==> src/source/mem_defs.svh <==
// bus widths, bank geometry, memory size and delay LFSR seed
`ifndef MEM_DEFS_SVH
`define MEM_DEFS_SVH

// byte address and data widths of the AXI-Lite port
`define ADDR_W 32
`define DATA_W 32
`define STRB_W (`DATA_W / 8)

// banks are word interleaved, NUM_BANKS must be a power of two
`define NUM_BANKS 4

// word address bits inside one bank
`define BANK_AW 6

// total bytes over all banks, 1024 by default
`define MEM_BYTES (`NUM_BANKS * (1 << `BANK_AW) * `STRB_W)

// start value of the response delay LFSR, never zero
`define LFSR_SEED 4'b0001

`endif

==> src/source/mem_pkg.sv <==
// bank request, bank response and bank index types
`include "mem_defs.svh"

package mem_pkg;

	// bits needed to name one bank
	localparam int SEL_W = $clog2(`NUM_BANKS);

	typedef logic [SEL_W-1:0] bank_sel_t;

	// one access towards a bank
	typedef struct packed {
		logic                en;
		logic                we;    // low for a read
		logic [`BANK_AW-1:0] waddr; // word address inside the bank
		logic [`DATA_W-1:0]  wdata;
		logic [`STRB_W-1:0]  strb;
	} bank_req_t;

	typedef struct packed {
		logic [`DATA_W-1:0] rdata;
	} bank_rsp_t;

endpackage

==> src/source/read_merge.sv <==
// return mux for the bank read words, driven by the registered bank index
`timescale 1ns/1ps
`include "mem_defs.svh"

module read_merge (
	input  mem_pkg::bank_rsp_t [`NUM_BANKS-1:0] rsp_i,
	input  mem_pkg::bank_sel_t                  sel_i,
	output logic [`DATA_W-1:0]                  rdata_o
);

	// and-or mux, each bank word only reaches the output through its own gate
	always_comb begin
		rdata_o = '0;
		for (int i = 0; i < `NUM_BANKS; i++) begin
			if (sel_i == mem_pkg::bank_sel_t'(i)) begin
				rdata_o = rdata_o | rsp_i[i].rdata;
			end
		end
	end

endmodule

==> config.mk <==
export PLATFORM = sky130hd
export DESIGN_NAME = read_merge
export DESIGN_NICKNAME = d
export VERILOG_FILES = /design/src/source/mem_pkg.sv /design/src/source/read_merge.sv
export VERILOG_INCLUDE_DIRS = /design/src /design/src/source
export SDC_FILE = /design/constraint.sdc
export NUM_CORES = 1
export LEC_CHECK = 0
export ABC_AREA = 1
export CAP_MARGIN = 20
export CORE_MARGIN = 5
export CORE_UTILIZATION = 50
export DETAILED_ROUTE_END_ITERATION = 16
export DONT_BUFFER_PORTS = 1
export GPL_TIMING_DRIVEN = 0
export PLACE_DENSITY = 0.7
export SETUP_SLACK_MARGIN = 0.3
export SYNTH_ARGS = -nofsm -noshare
export SYNTH_HDL_FRONTEND = slang
export SYNTH_SLANG_ARGS = --single-unit
==> constraint.sdc <==
create_clock -name vclk -period 1
set_input_delay 0 -clock vclk [all_inputs]
set_output_delay 0 -clock vclk [all_outputs]
set_load 0.1 [all_outputs]
==> results.sh <==
export IMPL_critical_path_class="input pin to output pin"
export IMPL_antenna_found_initial=0
export IMPL_syn_avg_cell_area_um2=4.347
export IMPL_total_power_mw=2.148
export IMPL_synth_cell_area_um2=1365
export IMPL_grt_pass1_vias=1821
export IMPL_yosys_warnings=0
export IMPL_dieArea_um2=3875
export IMPL_pre_cts_slack_ns=0.1518
export IMPL_die_y_um=62.25
export IMPL_via_per_inst=5.815
export IMPL_register_area_um2=0
export IMPL_cp_arrival_ns=0.74
export IMPL_crit_fanout=6
export IMPL_rows=19
export IMPL_slew_violations=0
export IMPL_syn2layout_area_growth_pct=69.94
export IMPL_num_vias=2041
export IMPL_ys_types=6
export IMPL_worst_pin_slew_ns=0.1894
export IMPL_rsz0062_at_grt="yes"
export IMPL_finalSetupViolations=0
export IMPL_track_usage=0.2641
export IMPL_wl_per_cell_um=17.34
export IMPL_whs_ns=0.2873
export IMPL_place_congestion=0.7845
export IMPL_start_util=0.5082
export IMPL_dr_first_iter_drc_count=139
export IMPL_power_density_nw_per_um2=925.9
export IMPL_diodes=0
export IMPL_core_area_um2=2686
export IMPL_gr_total_overflow=0
export IMPL_num_io_pins=162
export IMPL_end_kind="output pin"
export IMPL_hp_class="input pin to output pin"
export IMPL_cap_violations=0
export IMPL_wirelength_mm=6.087
export IMPL_hpwl_mm=4.374
export IMPL_timing_fmax_mhz=1352
export IMPL_nClkBuffers=0
export IMPL_maxSlewHeadroom=0.8734
export IMPL_required_ns=1.00
export IMPL_crit_path_start_kind="input pin"
export IMPL_hold_viol=0
export IMPL_final_nets=452
export IMPL_yosysSeqAreaShare=0
export IMPL_syn_inst=314
export IMPL_hold_depth=4
export IMPL_tns_ns=0
export IMPL_n_fill_cell=172
export IMPL_multiInputGateArea_um2=1630
export IMPL_drc=0
export IMPL_io_buffers=0
export IMPL_status="completed"
export IMPL_finalCritPeriodShare=0.7398
export IMPL_fin_ws_ns=0.2602
export IMPL_min_to="rdata_o[11]"
export IMPL_ant_nets=0
export IMPL_postCtsHoldBufs=0
export IMPL_die_w_um=62.25
export IMPL_hold_start="rsp_i[11]"
export IMPL_n_sequential_cell=0
export IMPL_ir_drop_mv=0.7981
export IMPL_synth_nets=444
export IMPL_drive_above_1_share=0.5406
export IMPL_grt_max_degree=12
export IMPL_drt_pass1_iterations=4
export IMPL_p_leak_nw=1.146
export IMPL_grt_pass1_wl_mm=8.894
export IMPL_fin_crit_ns=0.7398
-- layout by cell type, fill, tap and decap left out --
cell	netlist	final
inv_2	0	63
buf_6	0	12
nand2_8	0	32
buf_12	0	2
nand2_2	0	40
nor2_4	0	1
nand2_1	128	51
clkinvlp_4	0	2
nand2_4	0	5
buf_4	14	1
buf_8	0	14
nand3_1	96	96
inv_4	0	1
-- synthesized netlist by cell type, drive strengths merged --
library cell / n / share of area
inv: 66 / 0.18
nand3: 96 / 0.35
nand2: 128 / 0.35
buf: 23 / 0.11
nor2: 1 / 0.0046
-- cell families after synthesis --
logic type	after synthesis	share of synthesized area
buffers and inverters	89	0.2915
and+or+nand+nor	225	0.7085
-- repair_timing --
| item | in CTS | in global routing |
|---|---|---|
| endpoints found under the setup margin | 32 | 32 |
| cloned | 1 | 3 |
| resized for setup | 69 | 109 |
| buffers inserted | 0 | 2 |
| pin swaps | 32 | 51 |
-- worst max-delay path, stage by stage --
cell and delay, ns:
nor2_4 0.13, buf_12 0.14, buf_8 0.13, nand2_2 0.06, nand2_2 0.06, inv_2 0.06, nand2_8 0.15
-- worst max path at each step --
stage | from | end | cells after the start
after floorplan | sel_i[1] | rdata_o[10] | 6
after global placement | sel_i[1] | rdata_o[10] | 6
after detailed placement | sel_i[1] | rdata_o[10] | 6
after CTS | sel_i[1] | rdata_o[2] | 6
after global routing | sel_i[0] | rdata_o[17] | 7
final | sel_i[0] | rdata_o[17] | 7
-- metrics by stage --
stage	util	instances	instance area [um2]
after detailed placement	0.7066	345	1898
after global routing	0.8635	351	2320
final	0.8635	351	2320
after global placement	0.7066	345	1898
after floorplan	-	314	1859
after CTS	0.7517	346	2019
-- metal layers --
layer / global-route usage / wire [um]
met5: 0 / 0
met4: 0.03183 / 187
met3: 0.06486 / 614
met2: 0.4741 / 3246
met1: 0.3233 / 2039
-- power by group --
| group | switching, mW | leakage, nW | internal, mW |
|---|---|---|---|
| Clock | 0 | 0 | 0 |
| Combinational | 1.64 | 1.15 | 0.504 |
| Sequential | 0 | 0 | 0 |
| Total | 1.64 | 1.15 | 0.504 |
-- area by class of cell --
cell class                      instances  area share
Tap cell                               31     0.01672
Timing Repair Buffer                    6     0.03452
Inverter                               66      0.1111
Multi-Input combinational cell        225      0.7028
Buffer                                 23      0.1348
Power figures use the tool's default switching activity.
