## config.mk

```make
export PLATFORM = sky130hd
export DESIGN_NAME = sram_bank
export DESIGN_NICKNAME = d
export VERILOG_FILES = /design/src/source/mem_pkg.sv /design/src/source/sram_bank.sv
export VERILOG_INCLUDE_DIRS = /design/src /design/src/source
export SDC_FILE = /design/constraint.sdc
export NUM_CORES = 2
export LEC_CHECK = 0
export BUFFER_PORTS_ARGS = -buffer_cell sky130_fd_sc_hd__buf_4
export CAP_MARGIN = 20
export CORE_ASPECT_RATIO = 1.5
export CORE_UTILIZATION = 30
export DETAILED_ROUTE_END_ITERATION = 6
export PLACE_DENSITY = 0.42
export SLEW_MARGIN = 20
export SYNTH_ARGS = -nofsm -noshare
export SYNTH_HDL_FRONTEND = slang
export SYNTH_SLANG_ARGS = --single-unit
```

## constraint.sdc

```tcl
create_clock -name clk -period 2.2 [get_ports clk]
set_input_delay 0 -clock clk [delete_from_list [all_inputs] [get_ports clk]]
set_output_delay 0 -clock clk [all_outputs]
set_load 0.01 [all_outputs]
```

## src/source/mem_defs.svh

```systemverilog
// bus widths, bank geometry, memory size and delay LFSR seed
`ifndef MEM_DEFS_SVH
`define MEM_DEFS_SVH

// byte address and data widths of the AXI-Lite port
`define ADDR_W 32
`define DATA_W 32
`define STRB_W (`DATA_W / 8)

// banks are word interleaved, NUM_BANKS must be a power of two
`define NUM_BANKS 4

// word address bits inside one bank
`define BANK_AW 6

// total bytes over all banks, 1024 by default
`define MEM_BYTES (`NUM_BANKS * (1 << `BANK_AW) * `STRB_W)

// start value of the response delay LFSR, never zero
`define LFSR_SEED 4'b0001

`endif

```

## src/source/mem_pkg.sv

```systemverilog
// bank request, bank response and bank index types
`include "mem_defs.svh"

package mem_pkg;

	// bits needed to name one bank
	localparam int SEL_W = $clog2(`NUM_BANKS);

	typedef logic [SEL_W-1:0] bank_sel_t;

	// one access towards a bank
	typedef struct packed {
		logic                en;
		logic                we;    // low for a read
		logic [`BANK_AW-1:0] waddr; // word address inside the bank
		logic [`DATA_W-1:0]  wdata;
		logic [`STRB_W-1:0]  strb;
	} bank_req_t;

	typedef struct packed {
		logic [`DATA_W-1:0] rdata;
	} bank_rsp_t;

endpackage

```

## src/source/sram_bank.sv

```systemverilog
// byte-strobed synchronous SRAM bank with registered read port
`timescale 1ns/1ps
`include "mem_defs.svh"

module sram_bank (
	input  logic               clk,
	input  mem_pkg::bank_req_t req_i,
	output mem_pkg::bank_rsp_t rsp_o
);

	localparam int DEPTH = 1 << `BANK_AW;

	logic [`DATA_W-1:0] mem [DEPTH];

	always_ff @(posedge clk) begin
		if (req_i.en) begin
			if (req_i.we) begin
				// only the strobed lanes change
				for (int b = 0; b < `STRB_W; b++) begin
					if (req_i.strb[b]) begin
						mem[req_i.waddr][8*b +: 8] <= req_i.wdata[8*b +: 8];
					end
				end
			end else begin
				rsp_o.rdata <= mem[req_i.waddr]; // held until the next read
			end
		end
	end

endmodule

```

==> metrics <==
sum of negative setup slack=-2.77 ns; run status=finished, violations left; Synth top area share=between 70% and 80%; final setup margin=-0.155 ns; setup violators final=around 50; post-synth top area cell=sky130_fd_sc_hd__edfxtp_1; Ports=77; relative max-transition margin=around a third; number of antenna violations at the first check in global routing=23; NumNets Final=~5700; final hold viol count=0; gp weighted congestion=about 0.90; Max IR drop VDD=~0.00055 V; TritonCTS clock tree=done; count of yosys warnings during synthesis=0; placed insts=roughly 8900; filler-free cell count of the finished design=9284; Synth Register Bits=2080; clock period minus worst slack=~2.4 ns; port bufs=between 70 and 80; clock tree root driver cell=sky130_fd_sc_hd__clkbuf_16; type of the worst setup path=register to register; post-synthesis area per instance=around 17 µm²; Skew-Pair Late Insertion Delay=roughly 0.89 ns; Residual DRC=0; Tightest Hold Check Type=input pin to register; Register Area=0.0625 mm²; routed wirelength normalized by instance count=34.2 µm; Post-Route WL=318 mm; clock edge transition at the registers on the reported setup and hold paths=0.07 ns; number of vias after detailed routing=between 40000 and 50000; maximum level of the CTS H-tree=4; Post-Synthesis Net Count=between 4000 and 5000; power consumption=83.3 mW; number of max-cap violations=0; post-DR vias/cell=5.37; Global Route Usage Sum=between 20% and 30%; footprint of the multi-input gates=0.0159 mm²; instance count of the mapped netlist=4670; die area=0.268 mm²; layout cell share with drive strength beyond 1=26.2%; maximum fanout count along the critical path=2; Post-CTS Setup Repair Bufs=0; cells along the critical path=mux2_2, a221o_1, a222oi_1, buf_4, o211ai_1, or4_1; async set-or-reset flop fraction in the synthesized netlist=0%; WP data arrival=2.99 ns; top post-synthesis cells by area=sky130_fd_sc_hd__edfxtp_1 (78%), sky130_fd_sc_hd__a221oi_1 (3.2%), sky130_fd_sc_hd__a22oi_1 (3.0%); number of unique standard cell types used by synthesis=57; drt pass-1 iters=6; clock buffers created by TritonCTS=202; flip-flop cell with the highest count after synthesis=sky130_fd_sc_hd__edfxtp_1; Core Region=0.264 mm²; worst path bufs/invs=1; Max Root-Sink Buffers=4; Fillers=24704; TritonCTS Sinks=2080; cell type of the slowest stage on the worst timing path=sky130_fd_sc_hd__or4_1; highest clock rate=425 MHz; sequential cell area fraction in the yosys report=78.4%; Pleak=approximately 33 nW; final core utilization=37.8%; commonest non-fill, non-tap cell in the layout=sky130_fd_sc_hd__edfxtp_1; via count of the first global-routing pass=50287; Critical Path Start Type=register; DP HPWL=roughly 230 mm; Iter 0 DRT Violations=between 4000 and 5000; Synth-to-Final Area Change=25.2%; wire length of the first global-routing pass=430 mm; kind of cell adding the most delay to the critical path=compound AO/OA/AOI/OAI gates; Post-Route Skew=0.0459 ns; global route overflow=0; final clock period utilization by the worst path=107%; DP Worst Slack=-0.771 ns; power per cell area=836 mW/mm²; starting density of the core=30.2%; setup repair after global routing missed its margin=true; critical path capture point type=register; required time of the worst setup path=2.83 ns; slew at the pin with the worst max-slew slack=1.02 ns; Max Transition Viols Final=0; EDFF count, synth=between 2000 and 2500; maximum number of pins on one net before global-route repair=70; Row Count=231; stage delay of the slowest cell on the critical path=0.49 ns; die extent in x=423 µm; violated checks=setup timing; post-route ant nets=0; most used cells in the layout excluding fill and tap cells=sky130_fd_sc_hd__edfxtp_1 (2080), sky130_fd_sc_hd__buf_4 (898), sky130_fd_sc_hd__nor2_1 (356), sky130_fd_sc_hd__a22oi_1 (318), sky130_fd_sc_hd__a221oi_1 (282); Netlist Area Pre-Place=0.0797 mm²; Die H=633 µm
-- where the power goes --
part           switching [mW]  leakage (nW)  total (mW)  internal (mW)
clock                    15.2          2.98        33.6           18.4
combinational            3.83          11.1        5.91           2.08
sequential              0.123          18.7        43.9           43.7
total                    19.1          32.8        83.3           64.2
-- state kept, by name (all words and copies together) (netlist names) --
name,flops
rsp_o,32
mem,2048
-- cell families after synthesis --
logic type | count (synthesis) | share of synthesized area, %
DFF | 2080 | 78.4
AOI/OAI and AO/OA | 1249 | 11.7
and+or+nand+nor | 647 | 3.53
buffers and inverters | 376 | 2.13
muxes | 318 | 4.19
-- final timing paths --
path / startpoint / to / slack, ns / cells after the start
max reg2reg: mem[43][26] / rsp_o[26] / -0.16 / 6
max: mem[43][26] / rsp_o[26] / -0.16 / 6
min: req_i[43] / mem[49][2] / 0.04 / 4
min reg2reg: mem[50][29] / rsp_o[29] / 0.77 / 4
-- synth_stat cells, types with 3 or more instances --
cell / count
sky130_fd_sc_hd__edfxtp_1: 2080
sky130_fd_sc_hd__nor2_1: 366
sky130_fd_sc_hd__a22oi_1: 321
sky130_fd_sc_hd__a221oi_1: 295
sky130_fd_sc_hd__mux2i_1: 229
sky130_fd_sc_hd__clkbuf_1: 173
sky130_fd_sc_hd__o22ai_1: 160
sky130_fd_sc_hd__buf_2: 124
sky130_fd_sc_hd__nand2_1: 121
sky130_fd_sc_hd__o21ai_0: 109
sky130_fd_sc_hd__a21oi_1: 90
sky130_fd_sc_hd__mux2_2: 85
sky130_fd_sc_hd__a221o_1: 54
sky130_fd_sc_hd__buf_1: 47
sky130_fd_sc_hd__nor3_1: 42
sky130_fd_sc_hd__a22o_1: 40
sky130_fd_sc_hd__a211oi_1: 37
sky130_fd_sc_hd__o32ai_1: 33
sky130_fd_sc_hd__a311oi_1: 28
sky130_fd_sc_hd__or4_1: 26
sky130_fd_sc_hd__or3_1: 25
sky130_fd_sc_hd__a31oi_1: 22
sky130_fd_sc_hd__buf_4: 18
sky130_fd_sc_hd__o211ai_1: 18
sky130_fd_sc_hd__a222oi_1: 16
sky130_fd_sc_hd__nand3_1: 15
sky130_fd_sc_hd__nand4_1: 15
sky130_fd_sc_hd__o221ai_1: 10
sky130_fd_sc_hd__buf_6: 8
sky130_fd_sc_hd__nor2b_1: 7
sky130_fd_sc_hd__nand2b_1: 6
sky130_fd_sc_hd__a2111oi_0: 5
sky130_fd_sc_hd__and3_1: 5
sky130_fd_sc_hd__nor4_1: 5
sky130_fd_sc_hd__mux4_2: 4
sky130_fd_sc_hd__nor3b_1: 3
sky130_fd_sc_hd__o31ai_1: 3
-- worst register-to-register path, delay by kind of cell, from the launching register on --
family	cells	cell delay, ns
AO/OA/AOI/OAI	3	0.80
AND/OR/NAND/NOR	1	0.49
flip-flops	1	0.36
multiplexers	1	0.26
buffers and inverters	1	0.21
-- metrics by stage --
step / instance area (µm²) / hold WS (ns)
after global routing: 99700 / 0.0343
after global placement: 93000 / 0.452
after detailed placement: 93000 / 0.462
after floorplan: 79700 / 0.0989
final: 99700 / 0.0365
after CTS: 99600 / 0.0142
-- area by class of cell --
cell class	count	area share, %
well taps	3495	4.38
inverters	5	0.0289
clock buffers	258	5.36
clock inverters	98	0.756
flip-flops and latches	2080	62.6
diodes	8	0.0201
multi-input cells	2214	16.0
repair buffers	1126	10.9
-- layer usage --
| metal | vias up | GRT usage, % | routed length (µm) |
|---|---|---|---|
| met5 | - | 0 | 27 |
| met4 | 4 | 11.2 | 17100 |
| met3 | 494 | 2.39 | 14200 |
| met2 | 1721 | 41.0 | 161000 |
| met1 | 26454 | 28.3 | 125000 |
| li1 | 21202 | - | - |
-- what timing repair did --
item / 4_1_cts / 5_1_grt
cloned: 0 / 0
hold buffers: 44 / 0
resized for setup: 27 / 20
pin swaps: 5 / 4
hold endpoints to repair: 2254 / 0
setup endpoints to repair: 23 / 25
No activity file was read; power rests on OpenSTA's default activity.
