`src/source/mem_defs.svh`:
```
// bus widths, bank geometry, memory size and delay LFSR seed
`ifndef MEM_DEFS_SVH
`define MEM_DEFS_SVH

// byte address and data widths of the AXI-Lite port
`define ADDR_W 32
`define DATA_W 32
`define STRB_W (`DATA_W / 8)

// banks are word interleaved, NUM_BANKS must be a power of two
`define NUM_BANKS 4

// word address bits inside one bank
`define BANK_AW 6

// total bytes over all banks, 1024 by default
`define MEM_BYTES (`NUM_BANKS * (1 << `BANK_AW) * `STRB_W)

// start value of the response delay LFSR, never zero
`define LFSR_SEED 4'b0001

`endif

```
`src/source/axi_pkg.sv`:
```
// AXI-Lite channel payload structs and response codes
`include "mem_defs.svh"

package axi_pkg;

	// shared by AR and AW
	typedef struct packed {
		logic [`ADDR_W-1:0] addr;
	} ax_t;

	typedef struct packed {
		logic [`DATA_W-1:0] data;
		logic [`STRB_W-1:0] strb; // one bit per byte lane
	} w_t;

	typedef struct packed {
		logic [`DATA_W-1:0] data;
		logic [1:0]         resp;
	} r_t;

	typedef struct packed {
		logic [1:0] resp;
	} b_t;

	// response codes
	localparam logic [1:0] RESP_OKAY   = 2'b00;
	localparam logic [1:0] RESP_SLVERR = 2'b10;

endpackage

```
`src/source/mem_pkg.sv`:
```
// bank request, bank response and bank index types
`include "mem_defs.svh"

package mem_pkg;

	// bits needed to name one bank
	localparam int SEL_W = $clog2(`NUM_BANKS);

	typedef logic [SEL_W-1:0] bank_sel_t;

	// one access towards a bank
	typedef struct packed {
		logic                en;
		logic                we;    // low for a read
		logic [`BANK_AW-1:0] waddr; // word address inside the bank
		logic [`DATA_W-1:0]  wdata;
		logic [`STRB_W-1:0]  strb;
	} bank_req_t;

	typedef struct packed {
		logic [`DATA_W-1:0] rdata;
	} bank_rsp_t;

endpackage

```
`src/source/axi_slave_fsm.sv`:
```
// AXI-Lite slave state machine with LFSR response delay and handshake assertions
`timescale 1ns/1ps
`include "mem_defs.svh"

module axi_slave_fsm (
	input  logic                clk,
	input  logic                rstn,
	input  axi_pkg::ax_t        ar_i,
	input  logic                ar_valid_i,
	output logic                ar_ready_o,
	input  axi_pkg::ax_t        aw_i,
	input  logic                aw_valid_i,
	output logic                aw_ready_o,
	input  axi_pkg::w_t         w_i,
	input  logic                w_valid_i,
	output logic                w_ready_o,
	output axi_pkg::r_t         r_o,
	output logic                r_valid_o,
	input  logic                r_ready_i,
	output axi_pkg::b_t         b_o,
	output logic                b_valid_o,
	input  logic                b_ready_i,
	output mem_pkg::bank_req_t  req_o,
	output logic [`ADDR_W-1:0]  req_addr_o,
	input  logic                range_err_i,
	input  logic [`DATA_W-1:0]  rdata_i
);

	typedef enum logic [1:0] {
		IDLE,
		READ_WAIT,
		WRITE_WAIT
	} state_t;

	state_t     state_q;
	logic [3:0] lfsr_q;
	logic [3:0] cnt_q;       // remaining delay cycles
	logic       err_q;       // access was out of range
	logic       live_q;      // first cycle after reset done
	logic       r_valid_q;
	logic       b_valid_q;
	logic       idle;
	logic       rd_acc;
	logic       wr_acc;
	logic       rd_done;
	logic       wr_done;

	assign idle = (state_q == IDLE) && live_q;

	// read wins over a write offered in the same cycle
	assign ar_ready_o = idle;
	// aw and w only transfer as a pair
	assign aw_ready_o = idle && !ar_valid_i && (w_valid_i || !aw_valid_i);
	assign w_ready_o  = idle && !ar_valid_i && (aw_valid_i || !w_valid_i);

	assign rd_acc = ar_valid_i && ar_ready_o;
	assign wr_acc = aw_valid_i && aw_ready_o; // w_valid is implied

	// delay counter ran out, response gets latched this edge
	assign rd_done = (state_q == READ_WAIT) && !r_valid_q && (cnt_q == 4'd0);
	assign wr_done = (state_q == WRITE_WAIT) && !b_valid_q && (cnt_q == 4'd0);

	assign r_valid_o = r_valid_q;
	assign b_valid_o = b_valid_q;

	// bank access goes out in the cycle of acceptance
	always_comb begin
		req_o       = '0; // waddr is filled in by the router
		req_o.en    = rd_acc || wr_acc;
		req_o.we    = wr_acc;
		req_o.wdata = w_i.data;
		req_o.strb  = w_i.strb;
	end

	assign req_addr_o = ar_valid_i ? ar_i.addr : aw_i.addr;

	always_ff @(posedge clk) begin
		if (!rstn) begin
			state_q   <= IDLE;
			lfsr_q    <= `LFSR_SEED;
			cnt_q     <= 4'd0;
			err_q     <= 1'b0;
			live_q    <= 1'b0;
			r_valid_q <= 1'b0;
			b_valid_q <= 1'b0;
		end else begin
			live_q <= 1'b1;
			lfsr_q <= {lfsr_q[2:0], lfsr_q[3] ^ lfsr_q[2]}; // x^4 + x^3 + 1
			case (state_q)
				IDLE: begin
					if (rd_acc) begin
						state_q <= READ_WAIT;
						cnt_q   <= lfsr_q;
						err_q   <= range_err_i;
					end else if (wr_acc) begin
						state_q <= WRITE_WAIT;
						cnt_q   <= lfsr_q;
						err_q   <= range_err_i;
					end
				end
				READ_WAIT: begin
					if (r_valid_q) begin
						if (r_ready_i) begin
							r_valid_q <= 1'b0;
							state_q   <= IDLE;
						end
					end else if (rd_done) begin
						r_valid_q <= 1'b1;
					end else begin
						cnt_q <= cnt_q - 4'd1;
					end
				end
				WRITE_WAIT: begin
					if (b_valid_q) begin
						if (b_ready_i) begin
							b_valid_q <= 1'b0;
							state_q   <= IDLE;
						end
					end else if (wr_done) begin
						b_valid_q <= 1'b1;
					end else begin
						cnt_q <= cnt_q - 4'd1;
					end
				end
				default: state_q <= IDLE;
			endcase
		end
	end

	// response payloads
	always_ff @(posedge clk) begin
		if (rd_done) begin
			r_o.data <= err_q ? '0 : rdata_i;
			r_o.resp <= err_q ? axi_pkg::RESP_SLVERR : axi_pkg::RESP_OKAY;
		end
		if (wr_done) begin
			b_o.resp <= err_q ? axi_pkg::RESP_SLVERR : axi_pkg::RESP_OKAY;
		end
	end

	a_one_rsp: assert property (@(posedge clk) disable iff (!rstn)
		!(r_valid_o && b_valid_o))
		else $error("r_valid and b_valid high together");

	a_r_hold: assert property (@(posedge clk) disable iff (!rstn)
		r_valid_o && !r_ready_i |=> r_valid_o && $stable(r_o))
		else $error("read response dropped or changed before handshake");

	a_b_hold: assert property (@(posedge clk) disable iff (!rstn)
		b_valid_o && !b_ready_i |=> b_valid_o && $stable(b_o))
		else $error("write response dropped or changed before handshake");

	a_lfsr_nz: assert property (@(posedge clk) disable iff (!rstn)
		lfsr_q != 4'd0)
		else $error("delay LFSR locked at zero");

endmodule

```
`config.mk`:
```
export PLATFORM = sky130hd
export DESIGN_NAME = axi_slave_fsm
export DESIGN_NICKNAME = d
export VERILOG_FILES = /design/src/source/axi_pkg.sv /design/src/source/mem_pkg.sv /design/src/source/axi_slave_fsm.sv
export VERILOG_INCLUDE_DIRS = /design/src /design/src/source
export SDC_FILE = /design/constraint.sdc
export NUM_CORES = 1
export LEC_CHECK = 0
export CAP_MARGIN = 20
export CORE_AREA = 2 2 99 101
export CTS_BUF_LIST = sky130_fd_sc_hd__clkbuf_8
export DETAILED_ROUTE_END_ITERATION = 10
export DIE_AREA = 0 0 101 103
export DONT_BUFFER_PORTS = 1
export SLEW_MARGIN = 20
export SYNTH_ARGS = -nofsm -noshare
export SYNTH_HDL_FRONTEND = slang
export SYNTH_SLANG_ARGS = --single-unit
```
`constraint.sdc`:
```
create_clock -name clk -period 3.12 [get_ports clk]
set_input_delay 0.624 -clock clk [delete_from_list [all_inputs] [get_ports clk]]
set_output_delay 0.624 -clock clk [all_outputs]
set_load 0.03 [all_outputs]
```
==> qor.csv <==
metric;value;unit
final antenna-violating net count;0;
post-synthesis async set-or-reset flop share;0;
type of element capturing the critical path;output port;
normalized max-slew margin;0.5214;
Total Die Area;0.01040;mm2
final wirelength;6400;um
Hold/Removal Path Class;in -> reg;
Maximum Capacitance Violations;0;
Slowest cell on crit path;sky130_fd_sc_hd__a21oi_1;
Placement Rows;36;
post-detailed-route via-to-cell ratio;4.984;
main combinational cell family by area after synthesis;buffers and inverters;
simple logic cell fraction of the synthesized area;0.1343;
RSZ-0062 raised after global routing;false;
final core area utilization;0.2827;
Reg2Reg Setup Slack;1.32;ns
global-route wire length before repair;8438;um
Synth warnings;0;
layout cells sized above 1;0.2415;
maximum frequency from static timing analysis;396.7;MHz
final net count;351;
via count of the first global-routing pass;1423;
largest net degree at the start of global routing;37;
hold path startpoint;rstn;
clock insertion delay at the later pin of the skew report;0.29;ns
number of clock buffers inserted by TritonCTS;5;
DRC violations left;0;
detailed placer's ending HPWL;5324;um
number of buffers on the longest clock path;2;
count of input and output buffers;0;
worst-case reg-to-reg path depth;6;
data required time of the worst path;2.50;ns
CTS Root Cell;sky130_fd_sc_hd__clkbuf_8;
clock tree from TritonCTS;done;
# Post-CTS Setup Buffers;0;
sequential area share after synthesis;0.4782;
share of the cycle needed by the critical path after routing;0.8079;
Gates resized, CTS repair;0;
Final Critical Period;2.521;ns
critical path class;reg -> out;
result of the run;finished clean;
total gr overflow;0;
synthesized instance count;243;
H-tree lvl count;2;
Worst Clk Skew;0.007389;ns
iteration-0 DRC count of the detailed router;39;
mean post-synth cell area;11.20;um2
number of cells traversed by the worst hold path;0;
die outline height;103;um
Min-Delay Endpoint;live_q;
worst vdd rail ir drop;0.2438;mV
Sinks on Clock Net;48;
setup_tns;0;ns
Worst R2R Start;state_q[0];
routed via count;1600;
cells along the critical path;inv_1 > ha_1 > nand2_1 > or2_2 > a21oi_1;
routed wire length per instance;19.94;um
Pwr Density;797.6;mW/mm2
top fanout value on the critical path;4;
number of detailed-route iterations in the first pass;4;
Core Area;0.009459;mm2
Crit path arrival time;1.90;ns
number of register bits inferred by synthesis;48;
layout overhead on the synthesized area;-1.747;%
fraction of the mapped netlist area in compound gates;0.06575;
All-Layer GR Usage;0.1093;
total count of max-transition violations in the final report;0;
cell area after technology mapping;0.002721;mm2
antenna violations before repair;0;
adder-cell share of the synthesized area;0.02299;
num ports;257;
power consumption;2.133;mW
count of unique library cells instantiated by Yosys;39;
worst r2r dst;cnt_q[0];
horizontal die dimension;101;um
CTS clock-pin slew for the worst setup and hold paths;0.09;ns
worst setup slack before clock tree synthesis;0.9196;ns
global placer's final weighted congestion;0.8381;
Most used DFF post-synth;sky130_fd_sc_hd__edfxtp_1;
count of antenna diodes in the layout;0;
number of setup violations in the final report;0;
sort of element at the start of the critical path;flop;
CTS Hold Bufs;0;
actual transition at the worst max-transition pin;0.7152;ns
reported leakage power;0.9510;nW
post-route worst setup slack;0.5994;ns
Synth Area in XOR/XNOR;0.003218;
number of enable-type register cells in the synthesized netlist;34;
Initial Utilization;0.2877;
CP peak stage delay;0.53;ns
Fin. Hold Viols;0;
multiplexer share of the synthesized area;0.1398;
==> through the flow <==
step	hold WS (ns)	area [um2]	std cells
2_1_floorplan	0.4304	2748	250
3_3_place_gp	0.4585	2536	313
3_5_place_dp	0.4549	2536	313
4_1_cts	0.3360	2674	321
5_1_grt	0.3281	2674	321
6_report	0.3491	2674	321
==> state kept, by name (all words and copies together), names as in the netlist, 2 cells and up <==
name	flops
r_o	33
cnt_q	4
lfsr_q	4
state_q	2
==> placed cells by master, fill, tap and decap left out, drive strengths merged, types with 7 or more instances in the layout <==
| master | count |
|---|---|
| a21oi | 8 |
| conb | 8 |
| dfxtp | 14 |
| edfxtp | 34 |
| inv | 12 |
| mux2 | 32 |
| nand2 | 12 |
| nor2 | 7 |
| nor2b | 33 |
==> critical path, delay by kind of cell, from the launching register on <==
kind | cells | cell delay, ns
compound gates | 1 | 0.53
fa+ha+maj | 1 | 0.22
buf+inv | 1 | 0.10
flops | 1 | 0.33
simple gates | 2 | 0.43
==> worst max path at each step <==
stage                       endpoint  slack, ns        from  cells past startpoint
after floorplan              r_o[10]       0.47    cnt_q[0]                      5
after global placement    aw_ready_o       0.99  state_q[0]                      5
after detailed placement  aw_ready_o       0.92  state_q[0]                      5
after CTS                 aw_ready_o       0.57  state_q[0]                      5
after global routing       w_ready_o       0.44  state_q[0]                      5
final                     aw_ready_o       0.60  state_q[0]                      5
==> kinds of logic (layout without fill, tap and decap cells) <==
| group | after synthesis | after routing |
|---|---|---|
| adders and majority gates | 5 | 5 |
| other | 1 | 8 |
| and+or+nand+nor | 64 | 64 |
| DFF | 48 | 48 |
| muxes | 34 | 34 |
| xor gates and xnor gates | 1 | 1 |
| buffers and inverters | 65 | 22 |
| AOI/OAI and AO/OA | 25 | 25 |
==> where the power goes <==
| part | switching, mW | total (mW) | internal (mW) |
|---|---|---|---|
| registers | 0.201 | 1.02 | 0.816 |
| logic | 0.376 | 0.597 | 0.221 |
| clock network | 0.196 | 0.518 | 0.322 |
==> synthesized netlist by cell type, types with 2 or more instances <==
cell	count	share of area
sky130_fd_sc_hd__clkbuf_1	5	0.0069
sky130_fd_sc_hd__nor2b_1	33	0.076
sky130_fd_sc_hd__a21oi_1	8	0.015
sky130_fd_sc_hd__dfxtp_1	14	0.10
sky130_fd_sc_hd__inv_1	11	0.015
sky130_fd_sc_hd__nand2_1	12	0.017
sky130_fd_sc_hd__o21ai_1	2	0.0037
sky130_fd_sc_hd__ha_1	5	0.023
sky130_fd_sc_hd__mux2i_1	2	0.0074
sky130_fd_sc_hd__a311oi_1	2	0.0064
sky130_fd_sc_hd__nor3_1	4	0.0074
sky130_fd_sc_hd__nor2_1	7	0.0097
sky130_fd_sc_hd__edfxtp_1	34	0.38
sky130_fd_sc_hd__buf_2	3	0.0055
sky130_fd_sc_hd__buf_4	46	0.13
sky130_fd_sc_hd__mux2_2	32	0.13
==> cell type report <==
type,instances,area (um2)
fill,965,6785
sequential,48,1301
multi-input combinational,137,1028
tap,114,142.6
clock buffer,5,68.82
clock inverter,3,68.82
inverter,11,41.29
timing repair buffer,3,22.52
==> metal layers <==
metal  vias to the layer above  global-route usage  share of wire
met5                         -                   0              0
met4                         0             0.04054          0.011
met3                         7             0.06102           0.15
met2                       174              0.1944           0.52
met1                       710              0.1070           0.32
li1                        709                   -              -
(Power assumes the default switching activity.)
