## src/source/mem_defs.svh

```systemverilog
// bus widths, bank geometry, memory size and delay LFSR seed
`ifndef MEM_DEFS_SVH
`define MEM_DEFS_SVH

// byte address and data widths of the AXI-Lite port
`define ADDR_W 32
`define DATA_W 32
`define STRB_W (`DATA_W / 8)

// banks are word interleaved, NUM_BANKS must be a power of two
`define NUM_BANKS 4

// word address bits inside one bank
`define BANK_AW 6

// total bytes over all banks, 1024 by default
`define MEM_BYTES (`NUM_BANKS * (1 << `BANK_AW) * `STRB_W)

// start value of the response delay LFSR, never zero
`define LFSR_SEED 4'b0001

`endif

```

## src/source/mem_pkg.sv

```systemverilog
// bank request, bank response and bank index types
`include "mem_defs.svh"

package mem_pkg;

	// bits needed to name one bank
	localparam int SEL_W = $clog2(`NUM_BANKS);

	typedef logic [SEL_W-1:0] bank_sel_t;

	// one access towards a bank
	typedef struct packed {
		logic                en;
		logic                we;    // low for a read
		logic [`BANK_AW-1:0] waddr; // word address inside the bank
		logic [`DATA_W-1:0]  wdata;
		logic [`STRB_W-1:0]  strb;
	} bank_req_t;

	typedef struct packed {
		logic [`DATA_W-1:0] rdata;
	} bank_rsp_t;

endpackage

```

## src/source/bank_router.sv

```systemverilog
// address split, range check, per-bank request fan-out and read bank index register
`timescale 1ns/1ps
`include "mem_defs.svh"

module bank_router (
	input  logic                                 clk,
	input  logic                                 rstn,
	input  mem_pkg::bank_req_t                   req_i,
	input  logic [`ADDR_W-1:0]                   req_addr_i,
	output logic                                 range_err_o,
	output mem_pkg::bank_req_t [`NUM_BANKS-1:0]  bank_req_o,
	output mem_pkg::bank_sel_t                   sel_o
);

	localparam int OFS_W = $clog2(`STRB_W); // byte offset inside a word

	mem_pkg::bank_sel_t    sel;
	logic [`BANK_AW-1:0]   waddr;
	logic [`NUM_BANKS-1:0] en_vec;

	// low word bits pick the bank, the bits above pick the word
	assign sel   = req_addr_i[OFS_W +: mem_pkg::SEL_W];
	assign waddr = req_addr_i[OFS_W + mem_pkg::SEL_W +: `BANK_AW];

	assign range_err_o = (req_addr_i >= `ADDR_W'(`MEM_BYTES));

	always_comb begin
		for (int i = 0; i < `NUM_BANKS; i++) begin
			en_vec[i]           = req_i.en && !range_err_o && (sel == mem_pkg::bank_sel_t'(i));
			bank_req_o[i]       = req_i;
			bank_req_o[i].waddr = waddr;
			bank_req_o[i].en    = en_vec[i];
		end
	end

	// index of the last read, lines up with the registered bank word
	always_ff @(posedge clk) begin
		if (!rstn) begin
			sel_o <= '0;
		end else if (req_i.en && !req_i.we) begin
			sel_o <= sel;
		end
	end

	a_one_bank: assert property (@(posedge clk) disable iff (!rstn) $onehot0(en_vec))
		else $error("more than one bank enabled");

endmodule

```

## config.mk

```make
export PLATFORM = sky130hd
export DESIGN_NAME = bank_router
export DESIGN_NICKNAME = d
export VERILOG_FILES = /design/src/source/mem_pkg.sv /design/src/source/bank_router.sv
export VERILOG_INCLUDE_DIRS = /design/src /design/src/source
export SDC_FILE = /design/constraint.sdc
export NUM_CORES = 1
export LEC_CHECK = 0
export ABC_AREA = 1
export BUFFER_PORTS_ARGS = -buffer_cell sky130_fd_sc_hd__buf_2
export CAP_MARGIN = 20
export CORE_AREA = 2 2 99 101
export DETAILED_ROUTE_END_ITERATION = 10
export DIE_AREA = 0 0 101 103
export MAX_ROUTING_LAYER = met4
export SYNTH_ARGS = -nofsm -noshare
export SYNTH_HDL_FRONTEND = slang
export SYNTH_SLANG_ARGS = --single-unit
export TNS_END_PERCENT = 5
```

## constraint.sdc

```tcl
create_clock -name clk -period 1.8 [get_ports clk]
set_clock_uncertainty 0.15 [all_clocks]
set_input_delay 0.54 -clock clk [delete_from_list [all_inputs] [get_ports clk]]
set_output_delay 0.54 -clock clk [all_outputs]
set_load 0.005 [all_outputs]
```

==> impl_results.md, run 1 <==
- Via-to-Cell Ratio: 2.64
- Placer Congestion: ~0.65
- Register area share after synthesis: 0.0268
- Synthesized flop and latch total: 2
- Largest delay share family, worst path: simple AND/OR/NAND/NOR gates
- Largest register FFs: 2
- Worst EP required: 1110 ps
- Final HPWL DP: a little over 2000 um
- FP Rows: 36
- RSZ-0062 raised after global routing: yes
- Most common cell after layout, fill and taps aside: buf_2
- Warnings, synthesis: 0
- Clock buffer depth: 2
- CP Class: in -> out
- Final hold vios: 0
- Die ar.: 10400 um2
- CP arrival: around 1300 ps
- Synth cell types: 11
- Initial DRC Count: 0
- Met2 WL: between 1000 and 1500 um
- Met3 wire len: a little over 600 um
- Total power: 0.292 mW
- Syn Inst Count: about 210
- Final setup violation count: 5
- Critical-path maximum fanout: 4
- Total leakage power: 0.286 nW
- Largest registers: sel_o x2
- Crit-path cells: buf_2 > nor2_1 > nand2_1 > nor2_4 > nand4_4 > nor2_1 > buf_2
- WL final: 2370 um
- IO buf count: 38
- Post-CTS Setup Repair Bufs: 0
- Clock Pin Slew Worst Setup and Hold Paths: 30 ps
- Top cell type by total area after synthesis: buf_4
- Wire length per cell: between 10 and 15 um
- Total GRT Usage: 0.0402
- Fin Setup TNS: -1030 ps
- Crit path largest cell delay: around 140 ps
- Initial antenna violation count: 0
- Largest net degree at the start of global routing: 6
- # IOs: 257
- CTS Buf Count: 3
- Synth Area per Inst: about 7 um2
- Max Cap Violations: 0
- Fin util: 0.0680
- Vias in the first global route: 556
- Nets@finish: ~160
- Total grt overflow: 0
- Biggest register: sel_o
- Syn_nets: 289
- Final ANT Viol Nets: 0
- FMAX: 494 MHz
- Relative slew slack: 0.865
- Via count: 515
- TritonRoute pass-1 iters: 1
- Post-synth top area share: 0.865
- Max Used Layer: met4
- Failing checks: setup timing
- DR DRC count: 0
- Worst hold path type: reg -> reg
- Worst-Margin Slew: between 200 and 250 ps
- Startpoint Class: input port
- CTS H-Tree Depth: 1
- Synthesized area: about 1500 um2
- Highest-count cells in the layout ignoring fill and taps: 37 x buf_2, 8 x nor2_1, 7 x nor2_2, 6 x nand2_1
- Crit-path slowest cell: nor2_4
- Min Hold Slack: 404 ps
- CP Capture Type: output pin
- Clk Latency, worst-skew pair: 210 ps
- Area contributors post-synth: buf_4 87%, nor2_1 4.0%, dfxtp_1 2.7%
- Core area: 9460 um2
- Routed met1 length: 348 um
- Die width: 101 um
- Tmin final: 2030 ps
- Ant. Diodes: 0
- Tcrit/Tclk final: 1.13
- Layout area overhead: -56.9%
- Slew Viols, Final: 0
- Share of layout cells above drive strength 1: 0.704
- Buffer and inverter count on the worst path: 2
- Die Height: 103 um
- First-pass GRT wire length: 2980 um
- Starting density of the core: 0.158
- Setup slack after layout: -226 ps
- PwrDens: around 450 nW/um2
- CTS tree: built
- Peak VDD IR: roughly 0.24 mV
- Status: finished with violations
- Root buffer selected by CTS: clkbuf_8
- Clock Sinks: 2
## layer usage
layer	global-route usage	vias up
li1	-	205
met1	0.0177	162
met2	0.0682	111
met3	0.0285	37
met4	0.0593	0
met5	-	-
## Yosys cell counts (all sizes together)
cell type / count
buf: 172
nor2: 18
nand2: 9
inv: 3
a21oi: 2
dfxtp: 2
o21ai: 2
nand3: 1
nand4: 1
or2: 1
## worst min-delay path, stage by stage (launching register included)
cell	delay, ps
dfxtp_1	300
o21ai_0	160
a21oi_1	40
## cells by family (layout without fill, tap and decap cells)
logic type | Yosys count | count (layout) | share of synthesized area
AOI/OAI and AO/OA | 4 | 4 | 0.0134
and+or+nand+nor | 30 | 30 | 0.0872
buffers and inverters | 175 | 45 | 0.873
DFF | 2 | 2 | 0.0268
## report_power, final
part           total, mW  leakage, nW  internal, mW  switching (mW)
logic             0.0685        0.248        0.0368          0.0317
clock network      0.174       0.0216         0.141          0.0332
registers         0.0490       0.0165        0.0477         0.00126
total              0.292        0.286         0.226          0.0661
## area by class of cell
| type | instances | area (um2) |
|---|---|---|
| fillers | 1128 | 8820 |
| inverters | 3 | 11.3 |
| flip-flops and latches | 2 | 40.0 |
| multi-input cells | 34 | 204 |
| well taps | 114 | 143 |
| repair buffers | 39 | 204 |
| clock buffers | 3 | 41.3 |
## stage by stage
step	cell area [um2]	std cells	setup slack (ps)
2_1_floorplan	1490	211	-2.80
3_3_place_gp	542	192	-220
3_5_place_dp	542	192	-266
4_1_cts	592	195	-243
5_1_grt	643	195	-302
6_report	643	195	-226
## timing repair
item,in CTS,in global routing
pin swaps,2,8
setup endpoints to repair,5,5
hold buffers,0,0
gates resized for setup,2,15
## path summary, 6_finish.rpt
check / endpoint / cells after the start / slack (ps) / startpoint
worst min register to register: sel_o[1] / 2 / 400 / sel_o[1]
worst min-delay path: sel_o[1] / 2 / 400 / sel_o[1]
worst max register to register: sel_o[0] / 2 / 1000 / sel_o[0]
worst max-delay path: bank_req_o[87] / 7 / -230 / req_addr_i[15]
Note: power is estimated with default switching activity, not from simulation.
==> run 2, diff against run 1 <==
Settings changed: CELL_PAD_IN_SITES_DETAIL_PLACEMENT set to 1, CELL_PAD_IN_SITES_GLOBAL_PLACEMENT set to 1, CORE_AREA 2 2 99 101 to 2 2 115 95, DIE_AREA 0 0 101 103 to 0 0 117 97, PLACE_DENSITY_LB_ADDON set to 0.1.
==> run 2 against run 1 <==
Compared with the run above:
- the flow still finishes with violations (setup timing)
- fmax is 3.1% lower
- worst hold slack worse by 11 ps
- non-clock buffer count is 2 higher
- setup slack worse by 65 ps
- final area is 11% higher
- cell count is 14% higher
- count of clock-buffer cells in the layout stayed put
- flip-flop and latch count stayed put
- core utilization is 0.26 points higher
- via count is 7.2% lower
==> impl_results.md, run 2 (synthesis gave the netlist of run 1 again) <==
- Status: finished with violations
- Failing checks: setup timing
- Worst hold path type: reg -> reg
- CP arrival: 1400 ps (+60 ps)
- WL final: 1990 um (-16%)
- Post-CTS Setup Repair Bufs: 0 (unchanged)
- Clock Pin Slew Worst Setup and Hold Paths: 30 ps (about the same)
- Die ar.: 11300 um2 (+9.1%)
- Final instance area: 714 um2 (+11%)
- CP Class: in -> out
- FMAX: 478 MHz (-3.1%)
- # IOs: 257 (unchanged)
- Crit-path cells: buf_6 > or2_4 > nor2_4 > nand4_4 > nor2_2 > buf_2
- Nets@finish: 163 (+1.2%)
- Max Cap Violations: 0 (unchanged)
- Placer Congestion: 0.560 (-14%)
- CTS Buf Count: 3 (unchanged)
- Via-to-Cell Ratio: 2.14 (-19%)
- CTS H-Tree Depth: 1 (unchanged)
- Relative slew slack: 0.843 (-0.0215)
- PwrDens: 627 nW/um2 (+38%)
- IO buf count: 38 (unchanged)
- Peak VDD IR: 0.199 mV (-16%)
- Clock buffer depth: 2 (unchanged)
- Worst-Margin Slew: 234 ps (+32.1 ps)
- Initial DRC Count: 2 (+2)
- Total leakage power: 0.310 nW (+8.3%)
- Clk Latency, worst-skew pair: 220 ps (about the same)
- Post-Layout Cell Count: 223 (+14%)
- Largest registers: sel_o x2
- Starting density of the core: 0.148 (-0.0102)
- Fin Setup TNS: -1280 ps (-250 ps)
- TritonRoute pass-1 iters: 2 (+1)
- Crit-path slowest cell: or2_4
- Tcrit/Tclk final: 1.16 (+0.0363)
- Tmin final: 2090 ps (+65.3 ps)
- Via count: 478 (-7.2%)
- Highest-count cells in the layout ignoring fill and taps: 37 x buf_2, 9 x nor2_1, 9 x nand2_1, 6 x nor2_2
- Total power: 0.448 mW (+53%)
- CP Capture Type: output pin
- Share of layout cells above drive strength 1: 0.663 (-0.0411)
- Clock Sinks: 2 (unchanged)
- Layout area overhead: -52.1%
- Final HPWL DP: 1730 um (-16%)
- Total grt overflow: 0 (unchanged)
- Largest register FFs: 2 (unchanged)
- Final ANT Viol Nets: 0 (unchanged)
- Worst EP required: 1110 ps (about the same)
- Setup slack after layout: -292 ps (-65.3 ps)
- Largest delay share family, worst path: simple AND/OR/NAND/NOR gates
- Crit path largest cell delay: 240 ps (+100 ps)
- Wire length per cell: 8.94 um (-26%)
- Root buffer selected by CTS: clkbuf_16
- FP Rows: 33 (-8.3%)
- Biggest register: sel_o
- RSZ-0062 raised after global routing: yes
- DP Cell Count: 220 (+15%)
- Total GRT Usage: 0.0334 (-0.00678)
- Core area: 10100 um2 (+6.9%)
- Final hold vios: 0 (unchanged)
- Place WS: -424 ps (-159 ps)
- Ant. Diodes: 0 (unchanged)
- Die Height: 97 um (-5.8%)
- Placement Cell Area: 589 um2 (+8.8%)
- Final setup violation count: 5 (unchanged)
- Buffer and inverter count on the worst path: 2 (unchanged)
- Slew Viols, Final: 0 (unchanged)
- DR DRC count: 0 (unchanged)
- Initial antenna violation count: 0 (unchanged)
- Critical-path maximum fanout: 4 (unchanged)
- Largest net degree at the start of global routing: 6 (unchanged)
- Die width: 117 um (+16%)
- CTS tree: built
- Startpoint Class: input port
- Vias in the first global route: 587 (+5.6%)
- First-pass GRT wire length: 2920 um (-2.1%)
- Most common cell after layout, fill and taps aside: buf_2
- Hold buffers post-CTS: 0 (unchanged)
==> run 2: tightest hold or removal path: stages, from the launching register on <==
cell and delay, ps:
dfxtp_1 290, o21ai_0 150, a21oi_1 40
==> run 2: report_power, final <==
group / internal [mW] / switching [mW] / leakage [nW]
Clock: 0.283 / 0.0493 / 0.0370
Combinational: 0.0369 / 0.0301 / 0.257
Sequential: 0.0477 / 0.00125 / 0.0165
Total: 0.367 / 0.0806 / 0.310
==> run 2: through the flow <==
stage / hold WS (ps) / util
final: 393 / 0.0706
after CTS: 397 / 0.0694
after floorplan: 378 / -
after global placement: 397 / 0.0583
after detailed placement: 393 / 0.0583
after global routing: 432 / 0.0706
==> run 2: final timing paths <==
kind	depth (start not counted)	endpoint	slack, ps	start
worst max-delay path	6	bank_req_o[87]	-290	req_addr_i[11]
worst min-delay path	2	sel_o[1]	390	sel_o[1]
worst max register to register	2	sel_o[0]	1000	sel_o[0]
worst min register to register	2	sel_o[1]	390	sel_o[1]
==> run 2: timing repair <==
item | 4_1_cts | 5_1_grt
resized for setup | 8 | 5
pin swaps | 2 | 4
hold endpoints to repair | 0 | 0
setup endpoints to repair | 5 | 5
==> run 2: routing by layer <==
| metal | GRT usage | routed length, um | up-vias | share of wire |
|---|---|---|---|---|
| met5 | - | 0 | - | 0 |
| met4 | 0.0480 | 216 | 0 | 0.11 |
| met3 | 0.0175 | 417 | 35 | 0.21 |
| met2 | 0.0427 | 764 | 46 | 0.38 |
| met1 | 0.0290 | 596 | 188 | 0.30 |
| li1 | - | - | 209 | - |
==> run 2: cell type report <==
| class | count | area, um2 |
|---|---|---|
| clock buffers | 3 | 75.1 |
| inverters | 3 | 11.3 |
| fillers | 1227 | 9400 |
| well taps | 140 | 175 |
| flip-flops and latches | 2 | 40.0 |
| repair buffers | 41 | 219 |
| multi-input cells | 34 | 194 |
